File: config.mk
export PLATFORM = sky130hd
export DESIGN_NAME = rv_ctrl_top
export DESIGN_NICKNAME = d
export VERILOG_FILES = /design/src/rv_ctrl_pkg.sv /design/src/decode_buffer.sv /design/src/instr_decoder.sv /design/src/multicycle_seq.sv /design/src/rv_ctrl_top.sv
export SDC_FILE = /design/constraint.sdc
export NUM_CORES = 1
export LEC_CHECK = 0
export ABC_AREA = 1
export CAP_MARGIN = 20
export CORE_MARGIN = 2
export CORE_UTILIZATION = 38
export DETAILED_ROUTE_END_ITERATION = 10
export DONT_BUFFER_PORTS = 1
export PLACE_DENSITY_LB_ADDON = 0.08
export SLEW_MARGIN = 20
export SYNTH_ARGS = -nofsm -noshare
export SYNTH_HDL_FRONTEND = slang
export SYNTH_SLANG_ARGS = --single-unit
File: constraint.sdc
create_clock -name clk -period 3 [get_ports clk]
set_input_delay 0.3 -clock clk [delete_from_list [all_inputs] [get_ports clk]]
set_output_delay 0.3 -clock clk [all_outputs]
set_load 0.005 [all_outputs]
File: src/rv_ctrl_pkg.sv
package rv_ctrl_pkg;

    localparam int INSTR_W    = 32;
    localparam int REG_IDX_W  = 5;

    localparam int OPCODE_MSB = 6;
    localparam int RD_LSB     = 7;
    localparam int FUNCT3_LSB = 12;
    localparam int RS1_LSB    = 15;
    localparam int RS2_LSB    = 20;
    localparam int FUNCT7_LSB = 25;

    localparam int BUF_DEPTH  = 4;
    localparam int CREDIT_W   = 3;   // Holds 0 to BUF_DEPTH
    localparam int PTR_W      = 2;

    // Major opcodes of the kept RV32I subset
    typedef enum logic [6:0] {
        R_TYPE      = 7'b0110011,
        I_TYPE      = 7'b0010011,
        I_LOAD_TYPE = 7'b0000011,
        I_JALR_TYPE = 7'b1100111,
        S_TYPE      = 7'b0100011,
        B_TYPE      = 7'b1100011,
        U_LUI_TYPE  = 7'b0110111,
        U_AUI_TYPE  = 7'b0010111,
        J_TYPE      = 7'b1101111
    } t_opcode;

    typedef enum logic [5:0] {
        OP_NA,       // Illegal or unsupported word
        OP_ADD,
        OP_SUB,
        OP_SLL,
        OP_SLT,
        OP_SLTU,
        OP_XOR,
        OP_SRL,
        OP_SRA,
        OP_OR,
        OP_AND,
        OP_ADDI,
        OP_SLLI,
        OP_SLTI,
        OP_SLTIU,
        OP_XORI,
        OP_SRLI,
        OP_SRAI,
        OP_ORI,
        OP_ANDI,
        OP_LB,
        OP_LH,
        OP_LW,
        OP_LBU,
        OP_LHU,
        OP_SB,
        OP_SH,
        OP_SW,
        OP_BEQ,
        OP_BNE,
        OP_BLT,
        OP_BGE,
        OP_BLTU,
        OP_BGEU,
        OP_JAL,
        OP_JALR,
        OP_LUI,
        OP_AUIPC
    } t_mnemonic;

    typedef enum logic [3:0] {
        ALU_ADD,
        ALU_SUB,
        ALU_SLL,
        ALU_SLT,
        ALU_XOR,
        ALU_SRL,
        ALU_SRA,
        ALU_OR,
        ALU_AND
    } t_alu_op;

    typedef enum logic [2:0] {
        IDLE,
        FETCH,
        DECODE,
        EXECUTE,
        MEM,
        WB
    } t_decode_state;

    typedef enum logic [2:0] {
        IMM_I = 3'd0,
        IMM_S = 3'd1,
        IMM_B = 3'd2,
        IMM_J = 3'd3,
        IMM_U = 3'd4
    } t_imm_kind;

    typedef enum logic [1:0] {
        SRC_A_REG = 2'd1,
        SRC_A_PC  = 2'd2
    } t_src_a;

    typedef enum logic [1:0] {
        SRC_B_REG = 2'd0,
        SRC_B_IMM = 2'd2
    } t_src_b;

endpackage

File: src/decode_buffer.sv
`timescale 1ns/1ps

module decode_buffer import rv_ctrl_pkg::*; (
    input  logic                 clk,
    input  logic                 rst_n,
    input  logic                 push,
    input  t_mnemonic            push_op,
    input  logic [REG_IDX_W-1:0] push_rs1,
    input  logic [REG_IDX_W-1:0] push_rs2,
    input  logic [REG_IDX_W-1:0] push_rd,
    input  logic                 pop,
    output logic                 buf_valid,
    output t_mnemonic            head_op,
    output logic [REG_IDX_W-1:0] head_rs1,
    output logic [REG_IDX_W-1:0] head_rs2,
    output logic [REG_IDX_W-1:0] head_rd,
    output logic                 credit_return
);

    t_mnemonic            op_mem  [BUF_DEPTH];
    logic [REG_IDX_W-1:0] rs1_mem [BUF_DEPTH];
    logic [REG_IDX_W-1:0] rs2_mem [BUF_DEPTH];
    logic [REG_IDX_W-1:0] rd_mem  [BUF_DEPTH];

    logic [PTR_W-1:0]     wr_ptr;
    logic [PTR_W-1:0]     rd_ptr;
    logic [PTR_W:0]       count;   // 0 to BUF_DEPTH
    logic                 do_pop;

    assign buf_valid     = (count != '0);
    assign do_pop        = pop && buf_valid;
    assign credit_return = do_pop;   // One credit back per item taken

    assign head_op  = op_mem[rd_ptr];
    assign head_rs1 = rs1_mem[rd_ptr];
    assign head_rs2 = rs2_mem[rd_ptr];
    assign head_rd  = rd_mem[rd_ptr];

    always_ff @(posedge clk) begin
        if (!rst_n) begin
            wr_ptr <= '0;
            rd_ptr <= '0;
            count  <= '0;
        end else begin
            if (push) wr_ptr <= wr_ptr + 1'b1;    // Pointers wrap at BUF_DEPTH
            if (do_pop) rd_ptr <= rd_ptr + 1'b1;
            case ({push, do_pop})
                2'b10:   count <= count + 1'b1;
                2'b01:   count <= count - 1'b1;
                default: count <= count;
            endcase
        end
    end

    // Push is never refused, the decoder's credits keep a slot free
    always_ff @(posedge clk) begin
        if (push) begin
            op_mem[wr_ptr]  <= push_op;
            rs1_mem[wr_ptr] <= push_rs1;
            rs2_mem[wr_ptr] <= push_rs2;
            rd_mem[wr_ptr]  <= push_rd;
        end
    end

endmodule

File: src/instr_decoder.sv
`timescale 1ns/1ps

module instr_decoder import rv_ctrl_pkg::*; (
    input  logic                 clk,
    input  logic                 rst_n,
    input  logic [INSTR_W-1:0]   instruction,
    input  logic                 instr_valid,
    input  logic                 credit_return,
    output logic                 instr_ready,
    output logic                 push,
    output t_mnemonic            push_op,
    output logic [REG_IDX_W-1:0] push_rs1,
    output logic [REG_IDX_W-1:0] push_rs2,
    output logic [REG_IDX_W-1:0] push_rd
);

    t_opcode             opcode;
    logic [2:0]          funct3;
    logic                funct7_b5;
    t_mnemonic           mnemonic;
    logic [CREDIT_W-1:0] credits;
    logic                accept;

    assign opcode    = t_opcode'(instruction[OPCODE_MSB:0]);
    assign funct3    = instruction[FUNCT3_LSB +: 3];
    assign funct7_b5 = instruction[FUNCT7_LSB + 5];   // SUB and SRA/SRAI select

    assign instr_ready = (credits != '0);   // One free slot is guaranteed per credit
    assign accept      = instr_valid && instr_ready;

    always_comb begin
        mnemonic = OP_NA;
        case (opcode)
            R_TYPE: begin
                case (funct3)
                    3'h0: mnemonic = funct7_b5 ? OP_SUB : OP_ADD;
                    3'h1: mnemonic = OP_SLL;
                    3'h2: mnemonic = OP_SLT;
                    3'h3: mnemonic = OP_SLTU;
                    3'h4: mnemonic = OP_XOR;
                    3'h5: mnemonic = funct7_b5 ? OP_SRA : OP_SRL;
                    3'h6: mnemonic = OP_OR;
                    default: mnemonic = OP_AND;
                endcase
            end
            I_TYPE: begin
                case (funct3)
                    3'h0: mnemonic = OP_ADDI;
                    3'h1: mnemonic = OP_SLLI;
                    3'h2: mnemonic = OP_SLTI;
                    3'h3: mnemonic = OP_SLTIU;
                    3'h4: mnemonic = OP_XORI;
                    3'h5: mnemonic = funct7_b5 ? OP_SRAI : OP_SRLI;
                    3'h6: mnemonic = OP_ORI;
                    default: mnemonic = OP_ANDI;
                endcase
            end
            I_LOAD_TYPE: begin
                case (funct3)
                    3'h0: mnemonic = OP_LB;
                    3'h1: mnemonic = OP_LH;
                    3'h2: mnemonic = OP_LW;
                    3'h4: mnemonic = OP_LBU;
                    3'h5: mnemonic = OP_LHU;
                    default: mnemonic = OP_NA;
                endcase
            end
            S_TYPE: begin
                case (funct3)
                    3'h0: mnemonic = OP_SB;
                    3'h1: mnemonic = OP_SH;
                    3'h2: mnemonic = OP_SW;
                    default: mnemonic = OP_NA;
                endcase
            end
            B_TYPE: begin
                case (funct3)
                    3'h0: mnemonic = OP_BEQ;
                    3'h1: mnemonic = OP_BNE;
                    3'h4: mnemonic = OP_BLT;
                    3'h5: mnemonic = OP_BGE;
                    3'h6: mnemonic = OP_BLTU;
                    3'h7: mnemonic = OP_BGEU;
                    default: mnemonic = OP_NA;
                endcase
            end
            I_JALR_TYPE: mnemonic = OP_JALR;
            U_LUI_TYPE:  mnemonic = OP_LUI;
            U_AUI_TYPE:  mnemonic = OP_AUIPC;
            J_TYPE:      mnemonic = OP_JAL;
            default:     mnemonic = OP_NA;   // SYSTEM and unknown opcodes
        endcase
    end

    always_ff @(posedge clk) begin
        if (!rst_n) begin
            credits <= CREDIT_W'(BUF_DEPTH);
        end else begin
            case ({accept, credit_return})
                2'b10:   credits <= credits - 1'b1;   // Spent on acceptance
                2'b01:   credits <= credits + 1'b1;   // Returned by a pop
                default: credits <= credits;
            endcase
        end
    end

    always_ff @(posedge clk) begin
        if (!rst_n) begin
            push <= 1'b0;
        end else begin
            push <= accept;
        end
    end

    always_ff @(posedge clk) begin
        if (accept) begin
            push_op  <= mnemonic;
            push_rs1 <= instruction[RS1_LSB +: REG_IDX_W];
            push_rs2 <= instruction[RS2_LSB +: REG_IDX_W];
            push_rd  <= instruction[RD_LSB +: REG_IDX_W];
        end
    end

endmodule

File: src/multicycle_seq.sv
`timescale 1ns/1ps

module multicycle_seq import rv_ctrl_pkg::*; (
    input  logic                 clk,
    input  logic                 rst_n,
    input  logic                 buf_valid,
    input  t_mnemonic            head_op,
    input  logic [REG_IDX_W-1:0] head_rs1,
    input  logic [REG_IDX_W-1:0] head_rs2,
    input  logic [REG_IDX_W-1:0] head_rd,
    input  logic                 alu_zero,
    input  logic                 alu_slt,
    output logic                 pop,
    output t_decode_state        state,
    output t_mnemonic            op,
    output logic [REG_IDX_W-1:0] rs1,
    output logic [REG_IDX_W-1:0] rs2,
    output logic [REG_IDX_W-1:0] rd,
    output t_alu_op              alu_ctrl,
    output logic                 alu_signed,
    output t_src_a               alu_src_a,
    output t_src_b               alu_src_b,
    output t_imm_kind            imm_src,
    output logic                 result_src,
    output logic                 pc_src,
    output logic                 pc_update,
    output logic                 mem_write,
    output logic                 reg_write
);

    t_decode_state next_state;
    logic          wr_reg;    // Ungated register write
    logic          wr_mem;    // Ungated memory write
    logic          taken;     // Branch or jump resolved as taken
    logic          is_load;
    logic          is_store;
    logic          is_flow;   // Branches and JAL return to FETCH from EXECUTE

    assign pop = (state == FETCH) && buf_valid;

    always_comb begin
        next_state = state;
        case (state)
            IDLE:    next_state = FETCH;
            FETCH:   next_state = buf_valid ? DECODE : FETCH;
            DECODE:  next_state = EXECUTE;
            EXECUTE: begin
                if (is_load || is_store) next_state = MEM;
                else if (is_flow)        next_state = FETCH;
                else                     next_state = WB;   // JALR and OP_NA too
            end
            MEM:     next_state = is_store ? FETCH : WB;
            WB:      next_state = FETCH;
            default: next_state = IDLE;
        endcase
    end

    always_ff @(posedge clk) begin
        if (!rst_n) begin
            state <= IDLE;
            op    <= OP_NA;
        end else begin
            state <= next_state;
            if (pop) op <= head_op;   // Held until the next pop
        end
    end

    always_ff @(posedge clk) begin
        if (pop) begin
            rs1 <= head_rs1;
            rs2 <= head_rs2;
            rd  <= head_rd;
        end
    end

    // ALU operation per mnemonic
    always_comb begin
        case (op)
            OP_SUB, OP_BEQ, OP_BNE:                       alu_ctrl = ALU_SUB;
            OP_SLL, OP_SLLI:                              alu_ctrl = ALU_SLL;
            OP_SLT, OP_SLTU, OP_SLTI, OP_SLTIU,
            OP_BLT, OP_BGE, OP_BLTU, OP_BGEU:             alu_ctrl = ALU_SLT;
            OP_XOR, OP_XORI:                              alu_ctrl = ALU_XOR;
            OP_SRL, OP_SRLI:                              alu_ctrl = ALU_SRL;
            OP_SRA, OP_SRAI:                              alu_ctrl = ALU_SRA;
            OP_OR, OP_ORI:                                alu_ctrl = ALU_OR;
            OP_AND, OP_ANDI:                              alu_ctrl = ALU_AND;
            default:                                      alu_ctrl = ALU_ADD;
        endcase
    end

    assign alu_signed = (op inside {OP_SLT, OP_SLTI, OP_BLT, OP_BGE});

    // Operand sources, immediate kind and write enables per class
    always_comb begin
        alu_src_a  = SRC_A_REG;
        alu_src_b  = SRC_B_IMM;
        imm_src    = IMM_I;
        result_src = 1'b0;
        wr_reg     = 1'b0;
        wr_mem     = 1'b0;
        is_load    = 1'b0;
        is_store   = 1'b0;
        is_flow    = 1'b0;
        taken      = 1'b0;
        case (op)
            OP_ADD, OP_SUB, OP_SLL, OP_SLT, OP_SLTU,
            OP_XOR, OP_SRL, OP_SRA, OP_OR, OP_AND: begin
                alu_src_b = SRC_B_REG;
                wr_reg    = 1'b1;
            end
            OP_ADDI, OP_SLLI, OP_SLTI, OP_SLTIU, OP_XORI,
            OP_SRLI, OP_SRAI, OP_ORI, OP_ANDI: begin
                wr_reg = 1'b1;
            end
            OP_LB, OP_LH, OP_LW, OP_LBU, OP_LHU: begin
                result_src = 1'b1;   // Write back memory data
                wr_reg     = 1'b1;
                is_load    = 1'b1;
            end
            OP_SB, OP_SH, OP_SW: begin
                imm_src  = IMM_S;
                wr_mem   = 1'b1;
                is_store = 1'b1;
            end
            OP_BEQ, OP_BNE, OP_BLT, OP_BGE, OP_BLTU, OP_BGEU: begin
                alu_src_b = SRC_B_REG;
                imm_src   = IMM_B;
                is_flow   = 1'b1;
                case (op)
                    OP_BEQ:         taken = alu_zero;
                    OP_BNE:         taken = !alu_zero;
                    OP_BLT, OP_BLTU: taken = alu_slt;
                    default:        taken = !alu_slt;   // BGE and BGEU
                endcase
            end
            OP_JAL: begin
                alu_src_b = SRC_B_REG;
                imm_src   = IMM_J;
                is_flow   = 1'b1;
                taken     = 1'b1;
            end
            OP_JALR: begin
                alu_src_b = SRC_B_REG;
                imm_src   = IMM_J;
            end
            OP_LUI: begin
                imm_src = IMM_U;
                wr_reg  = 1'b1;
            end
            OP_AUIPC: begin
                alu_src_a = SRC_A_PC;
                imm_src   = IMM_U;
                wr_reg    = 1'b1;
            end
            default: begin
                imm_src = IMM_I;   // OP_NA keeps every strobe low
            end
        endcase
    end

    assign reg_write = wr_reg && (state == WB);
    assign mem_write = wr_mem && (state == MEM);
    assign pc_update = (state == DECODE);   // PC advances once per instruction
    assign pc_src    = taken && (state == EXECUTE);

endmodule

File: src/rv_ctrl_top.sv
`timescale 1ns/1ps

module rv_ctrl_top import rv_ctrl_pkg::*; (
    input  logic                 clk,
    input  logic                 rst_n,
    input  logic [INSTR_W-1:0]   instruction,
    input  logic                 instr_valid,
    input  logic                 alu_zero,
    input  logic                 alu_slt,
    output logic                 instr_ready,
    output t_decode_state        state,
    output t_mnemonic            op,
    output logic [REG_IDX_W-1:0] rs1,
    output logic [REG_IDX_W-1:0] rs2,
    output logic [REG_IDX_W-1:0] rd,
    output t_alu_op              alu_ctrl,
    output logic                 alu_signed,
    output t_src_a               alu_src_a,
    output t_src_b               alu_src_b,
    output t_imm_kind            imm_src,
    output logic                 result_src,
    output logic                 pc_src,
    output logic                 pc_update,
    output logic                 mem_write,
    output logic                 reg_write
);

    logic                 push;
    t_mnemonic            push_op;
    logic [REG_IDX_W-1:0] push_rs1;
    logic [REG_IDX_W-1:0] push_rs2;
    logic [REG_IDX_W-1:0] push_rd;
    logic                 credit_return;
    logic                 pop;
    logic                 buf_valid;
    t_mnemonic            head_op;
    logic [REG_IDX_W-1:0] head_rs1;
    logic [REG_IDX_W-1:0] head_rs2;
    logic [REG_IDX_W-1:0] head_rd;

    instr_decoder u_decoder (
        .clk, .rst_n, .instruction, .instr_valid, .credit_return,
        .instr_ready, .push, .push_op, .push_rs1, .push_rs2, .push_rd
    );

    decode_buffer u_buffer (
        .clk, .rst_n, .push, .push_op, .push_rs1, .push_rs2, .push_rd, .pop,
        .buf_valid, .head_op, .head_rs1, .head_rs2, .head_rd, .credit_return
    );

    multicycle_seq u_seq (
        .clk, .rst_n, .buf_valid, .head_op, .head_rs1, .head_rs2, .head_rd,
        .alu_zero, .alu_slt, .pop, .state, .op, .rs1, .rs2, .rd,
        .alu_ctrl, .alu_signed, .alu_src_a, .alu_src_b, .imm_src, .result_src,
        .pc_src, .pc_update, .mem_write, .reg_write
    );

endmodule
# == Word-level counts from Yosys, hierarchy flattened ==
# Memory sizes are Yosys's and may differ from the RTL's. A register that Yosys moved wholly into a read port is not among the register bits.
# Cells that the tools add are included.
# op_classes
magnitude_cmp,0
n_mul,0
mux,27
eq_ne,62
div_mod_pow,0
shifts,0
reduce_logical,27
addsub,6
n_bitwise,0
# ops
cell,n
"6-bit by 5-bit == test with 1-bit output, second input constant",16
6-bit one-hot mux with 7 select lines,2
6-bit one-hot mux with 9 select lines,1
"6-bit by 4-bit == test with 1-bit output, second input constant",8
"6-bit == test, second input constant",6
6-bit one-hot mux with 6 select lines,1
26-bit OR reduction,1
5-bit one-hot mux with 5 select lines,1
"6-bit by 3-bit == test with 1-bit output, second input constant",4
"7-bit by 6-bit == test with 1-bit output, second input constant",3
"7-bit == test, second input constant",3
"3-bit == test, second input constant",6
18-bit OR reduction,1
3-bit one-hot mux with 5 select lines,1
5-bit one-hot mux with 3 select lines,1
"7-bit by 5-bit == test with 1-bit output, second input constant",2
"3-bit by 2-bit == test with 1-bit output, second input constant",4
"6-bit by 2-bit == test with 1-bit output, second input constant",2
3-bit one-hot mux with 2 select lines,2
3-bit one-hot mux with 4 select lines,1
3-bit two-way mux,3
2-bit two-way mux,4
2-bit OR reduction,4
"7-bit by 2-bit == test with 1-bit output, second input constant",1
22 further kinds,44
# word_totals
ff_bits,35
mem_bits_rw,84
mem_count,5
wordCells,137
latch_bits,0
input_bits,37
rom_bits,256
output_inout_bits,42
# mem_list
memory,depth,word_bits,rd,rd_ports_with_merged_regs,write_ports,line,text
(no name shown),64,4,1,0,0,multicycle_seq.sv:78,case (op)
u_buffer.op_mem,4,6,1,1,1,decode_buffer.sv:20,t_mnemonic op_mem [BUF_DEPTH];
u_buffer.rd_mem,4,5,1,1,1,decode_buffer.sv:23,logic [REG_IDX_W-1:0] rd_mem [BUF_DEPTH];
u_buffer.rs1_mem,4,5,1,1,1,decode_buffer.sv:21,logic [REG_IDX_W-1:0] rs1_mem [BUF_DEPTH];
u_buffer.rs2_mem,4,5,1,1,1,decode_buffer.sv:22,logic [REG_IDX_W-1:0] rs2_mem [BUF_DEPTH];

# == Longest topological paths before layout ==
# logic_depth
word_depth,6
ltp_mapped,12

# == Hierarchy ==
# A second synthesis with hierarchy kept.
# hier_totals
hier_cells,628
hier_area_um2,6545.0
# modules_own_cells
module,n_inst,cells_each,area_each_um2
decode_buffer,1,269,3638.5
multicycle_seq,1,205,1617.8
instr_decoder,1,154,1288.7

# == Worst setup path before layout ==
# No wires, ideal clock.
# synth_timing
path_kind,reg-to-reg
from,reg u_seq.state[0]
to,reg u_buffer.count[2]
synth_period_minus_slack_ns,2.254
path_buffers,1
path_stages_with_launch,11
setup_time_ns,0.122
slack_ns,0.746
required_time_ns,2.878
t_arrival_ns,2.132
path_cell_list,dfxtp_1 > nand2_1 > nor2_2 > buf_2 > ha_1 > inv_1 > fa_1 > a21oi_1 > o21ai_0 > o21ai_0 > a21oi_1
# synth_between
elab_chain_cells,5
elab_cells_between_ends,7
# synth_lines
item,line,text
"start, declared",multicycle_seq.sv:14,"output t_decode_state state,"
"start signal, assigned",multicycle_seq.sv:63,state <= next_state;
3-bit by 1-bit == test with 1-bit output (*),multicycle_seq.sv:39,assign pop = (state == FETCH) && buf_valid;
1-bit logical AND (*),multicycle_seq.sv:39,
1-bit logical AND (*),decode_buffer.sv:31,assign do_pop = pop && buf_valid;
net credit_return,rv_ctrl_top.sv:33,logic credit_return;
2-bit by 1-bit == test with 1-bit output or 2-bit == test (tied branches),decode_buffer.sv:47,"case ({push, do_pop})"
3-bit one-hot mux with 2 select lines or 2-bit nonzero test (tied branches),-,
"end signal, assigned",decode_buffer.sv:48,2'b10: count <= count + 1'b1;
"end signal, assigned",decode_buffer.sv:49,2'b01: count <= count - 1'b1;
"end signal, assigned",decode_buffer.sv:50,default: count <= count;
"end, declared",decode_buffer.sv:27,logic [PTR_W:0] count;
# The timed path passes the listed nets; every way through them passes the cells marked *.
# A chain may end at the register's enable or synchronous reset.

# == Worst setup path in the final report ==
# layout_timing
from,"reg u_seq.op[1], read port of u_buffer.op_mem"
to,out reg_write
# layout_between
elab_chain_cells,4
elab_cells_between_ends,29
# layout_lines
item,line,text
"start, declared",multicycle_seq.sv:15,"output t_mnemonic op,"
"6-bit by 1-bit == test with 1-bit output, or another cell as far along",multicycle_seq.sv:106,case (op)
26-bit OR reduction (no source line) (*),-,
1-bit two-way mux (*),multicycle_seq.sv:106,
1-bit logical AND (*),multicycle_seq.sv:162,assign reg_write = wr_reg && (state == WB);
"end, declared",rv_ctrl_top.sv:25,output logic reg_write
# Every way passes the cells marked *; elsewhere a longest branch is shown, timed or not.

==> metrics <==
Worst VDD drop=0.475 mV; Hold WC Path Type=primary input to flop; Req. time, crit path=2.70 ns; Crit Reg-Reg Endpoint=u_buffer.count[2]; area leader, netlist=edfxtp_1; pre-CTS setup slack=approximately 0.90 ns; top cell type's share of synthesized area=58.0%; Die X=approximately 130 microns; antenna-violating nets left=0; Yosys reg bits=140; # rows=46; clock-pin slew on the worst setup and hold paths=about 0.05 ns; start point of the critical path=u_seq.op[1]; worst path bufs/invs=3; syn nets=640; drt total wl=between 10 and 15 mm; fill count=roughly 1500; worst path cell trace=inv_1 -> ha_1 -> inv_1 -> nor2_1 -> o21ai_0 -> nand2_1 -> nor2_1 -> nand3_1 -> nand2_1 -> inv_1; remaining global-route overflow=0; vias in the first global route=about 4000; total vias in the final route=between 4000 and 5000; Synth Cell Area=a little over 6000 sq um; CP dominant cell by count=inv_1; startpoint type of the worst setup path=flop; worst stage delay on the critical path=between 0.5 and 0.6 ns; Synth Area per Inst=around 11 sq um; GP Congestion=0.857; minimum clock period=approximately 2.5 ns; total power=slightly above 6 mW; Netlist cell types=37; WP data arrival=between 2 and 2.5 ns; Vias/cell=roughly 4.9; Yosys warning count=0; HPWL after DPL=about 8.5 mm; setup bufs post-CTS=0; I/O pins=just under 80; critical path peak fanout=9; Tot GR Track Use=approximately 16%; Reg2Reg Depth=10; Setup Skew=just under 0.007 ns; Hold Crit Start=rst_n; Clk Latency, worst-skew pair=0.42 ns; cell area power density=slightly below 900 nW/um^2; Cells after Synth=589; setup TNS=0 ns; Worst Tran Pin Value=between 0.8 and 0.9 ns; register area share after synthesis=64.4%; cts bufs inserted=17; layout cells sized above 1=9.27%; first drt pass iteration count=4; status=finished, final reports clean; port buffer count=0; final setup fails=0; Starting DRT DRC Count=310; Fin. Hold Viols=0; number of clock sinks=140; slowest stage cell, crit path=dfxtp_1; CP delay by family, top=flip-flops; RSZ-0062 raised after global routing=no; Nets=between 600 and 700; Crit Reg-Reg Startpoint=u_seq.state[0]; Initial Util=between 30% and 40%; Worst slew margin=around 46%; P&R area growth vs syn=15.3%; kind of critical path=flop to output pin; TritonCTS clock tree=yes; Final Cycle Share=between 80 and 90%; crit path to=reg_write; DRC errors left=0; Die Y=between 100 and 150 microns; Placeable Area=between 15000 and 20000 sq um; clk root buf=clkbuf_16; Slew Viols, Final=0; Final WS setup=0.467 ns; Area contributors post-synth=edfxtp_1, dfxtp_1, o21ai_0; CP Capture Type=output pin; Static Leakage=2.75 nW; Worst R2R Setup Slack=around 0.91 ns; diode count=0; Fmax achieved=395 MHz; largest net degree at the start of global routing=between 40 and 50; H-tree depth=4; first-pass GRT wire length=21.1 mm; Die ar.=17400 sq um; average wire per standard cell=15.7 microns; # Max-Cap Violations=0; total stage count of the critical path=10; antenna violations before repair=0; clk buf depth=2
## synthesized netlist by cell type
cell / count
edfxtp_1: 120
nor2_1: 93
nand2_1: 81
o21ai_0: 71
inv_1: 60
nand3_1: 25
a21oi_1: 22
dfxtp_1: 20
o22ai_1: 15
ha_1: 12
clkbuf_1: 11
a31oi_1: 6
nand4_1: 5
inv_2: 4
nand2_2: 4
nor2_2: 4
nor3_1: 4
buf_2: 3
buf_6: 3
o211ai_1: 3
o31ai_1: 3
buf_4: 2
fa_1: 2
nor2_4: 2
o211ai_2: 2
a211oi_1: 1
buf_1: 1
conb_1: 1
nand3_2: 1
nand3b_1: 1
nand3b_4: 1
nor4_1: 1
nor4_2: 1
o2111ai_1: 1
o21bai_1: 1
o221ai_1: 1
xor2_1: 1
## kinds of logic (layout without fill, tap and decap cells)
logic type      after synthesis  in the layout  synth area share, %
fa+ha+maj                    14             14                 3.06
other cells                   1              1               0.0604
xor+xnor                      1              1                0.141
compound gates              126            126                 11.3
buf+inv                      84            121                 5.62
flops                       140            140                 64.4
simple gates                223            223                 15.4
## state kept, by name (all words and copies together), names as in the netlist
name and count:
u_buffer.rd_ptr 2, u_decoder.push_rd 5, u_buffer.count 3, u_decoder.push_op 6, u_buffer.wr_ptr 2, u_decoder.push_rs1 5
u_seq.rs2 5, u_seq.state 3, u_decoder.push_rs2 5, u_seq.rd 5, u_seq.op 6, u_buffer.rs1_mem 20
u_decoder.push 1, u_buffer.op_mem 24, u_seq.rs1 5, u_buffer.rd_mem 20, u_decoder.credits 3, u_buffer.rs2_mem 20
## timing repair
item / CTS / global route
gates resized for setup: 0 / 0
endpoints found under the hold margin: 15 / 0
hold buffers: 15 / 0
## report_power, final
part	switching (mW)	internal (mW)	total, mW
combinational	1.06	0.485	1.55
clock	0.764	1.21	1.97
sequential	0.228	2.48	2.71
## worst register-to-register path, delay by kind of cell, from the launching register on
kind	cells	cell delay, ns
adder cells (fa/ha/maj)	2	0.59
AO/OA/AOI/OAI	4	0.46
flip-flops	1	0.43
buffers and inverters	2	0.27
AND/OR/NAND/NOR	2	0.23
## metal layers
metal / share of wire, % / wire length, microns / up-vias / GRT usage, %
li1: - / - / 2093 / -
met1: 46 / 6080 / 1989 / 20.2
met2: 49 / 6430 / 74 / 25.8
met3: 4.2 / 558 / 11 / 4.58
met4: 1.1 / 141 / 0 / 5.07
met5: 0 / 0 / - / 0
## worst min-delay path by stage
stage	to	cells past startpoint
floorplan	u_decoder.push_rd[0]	0
global placement	u_decoder.push_rs2[1]	0
detailed placement	u_decoder.push_rs2[0]	0
CTS	u_buffer.rd_ptr[0]	2
global route	u_seq.op[0]	2
finish	u_buffer.rd_ptr[0]	2
## layout by cell type (no fill, tap or decap), types with 2 or more instances in the layout
master,n
clkinv_4,2
inv_2,4
nor3_1,4
nand2_1,81
o211ai_1,3
a21oi_1,22
nor2_4,2
a31oi_1,6
clkinv_2,4
ha_1,12
nor2_2,4
o31ai_1,3
clkbuf_16,17
bufinv_16,2
clkinvlp_4,3
inv_1,60
dfxtp_1,20
nand4_1,5
nand3_1,25
nor2_1,93
buf_4,11
dlygate4sd3_1,15
fa_1,2
o22ai_1,15
o21ai_0,71
clkinv_1,2
o211ai_2,2
nand2_2,4
edfxtp_1,120
## stage by stage
stage	hold slack, ns	cells	cell area, sq um	utilization [%]
detailed placement	0.399	796	6460	40.5
floorplan	0.399	589	6210	-
finish	0.0206	842	7160	44.9
global placement	0.399	796	6460	40.5
CTS	0.00538	842	7160	44.9
global route	0.00648	842	7160	44.9
## area by class of cell
| type | count | area [sq um] | area share (%) |
|---|---|---|---|
| Tap cell | 216 | 270 | 3.77 |
| Timing Repair Buffer | 26 | 233 | 3.25 |
| Clock buffer | 18 | 429 | 5.99 |
| Multi-Input combinational cell | 365 | 1860 | 26.0 |
| Clock inverter | 13 | 128 | 1.78 |
| Inverter | 64 | 240 | 3.35 |
| Sequential cell | 140 | 4000 | 55.9 |
(Power assumes the default switching activity.)
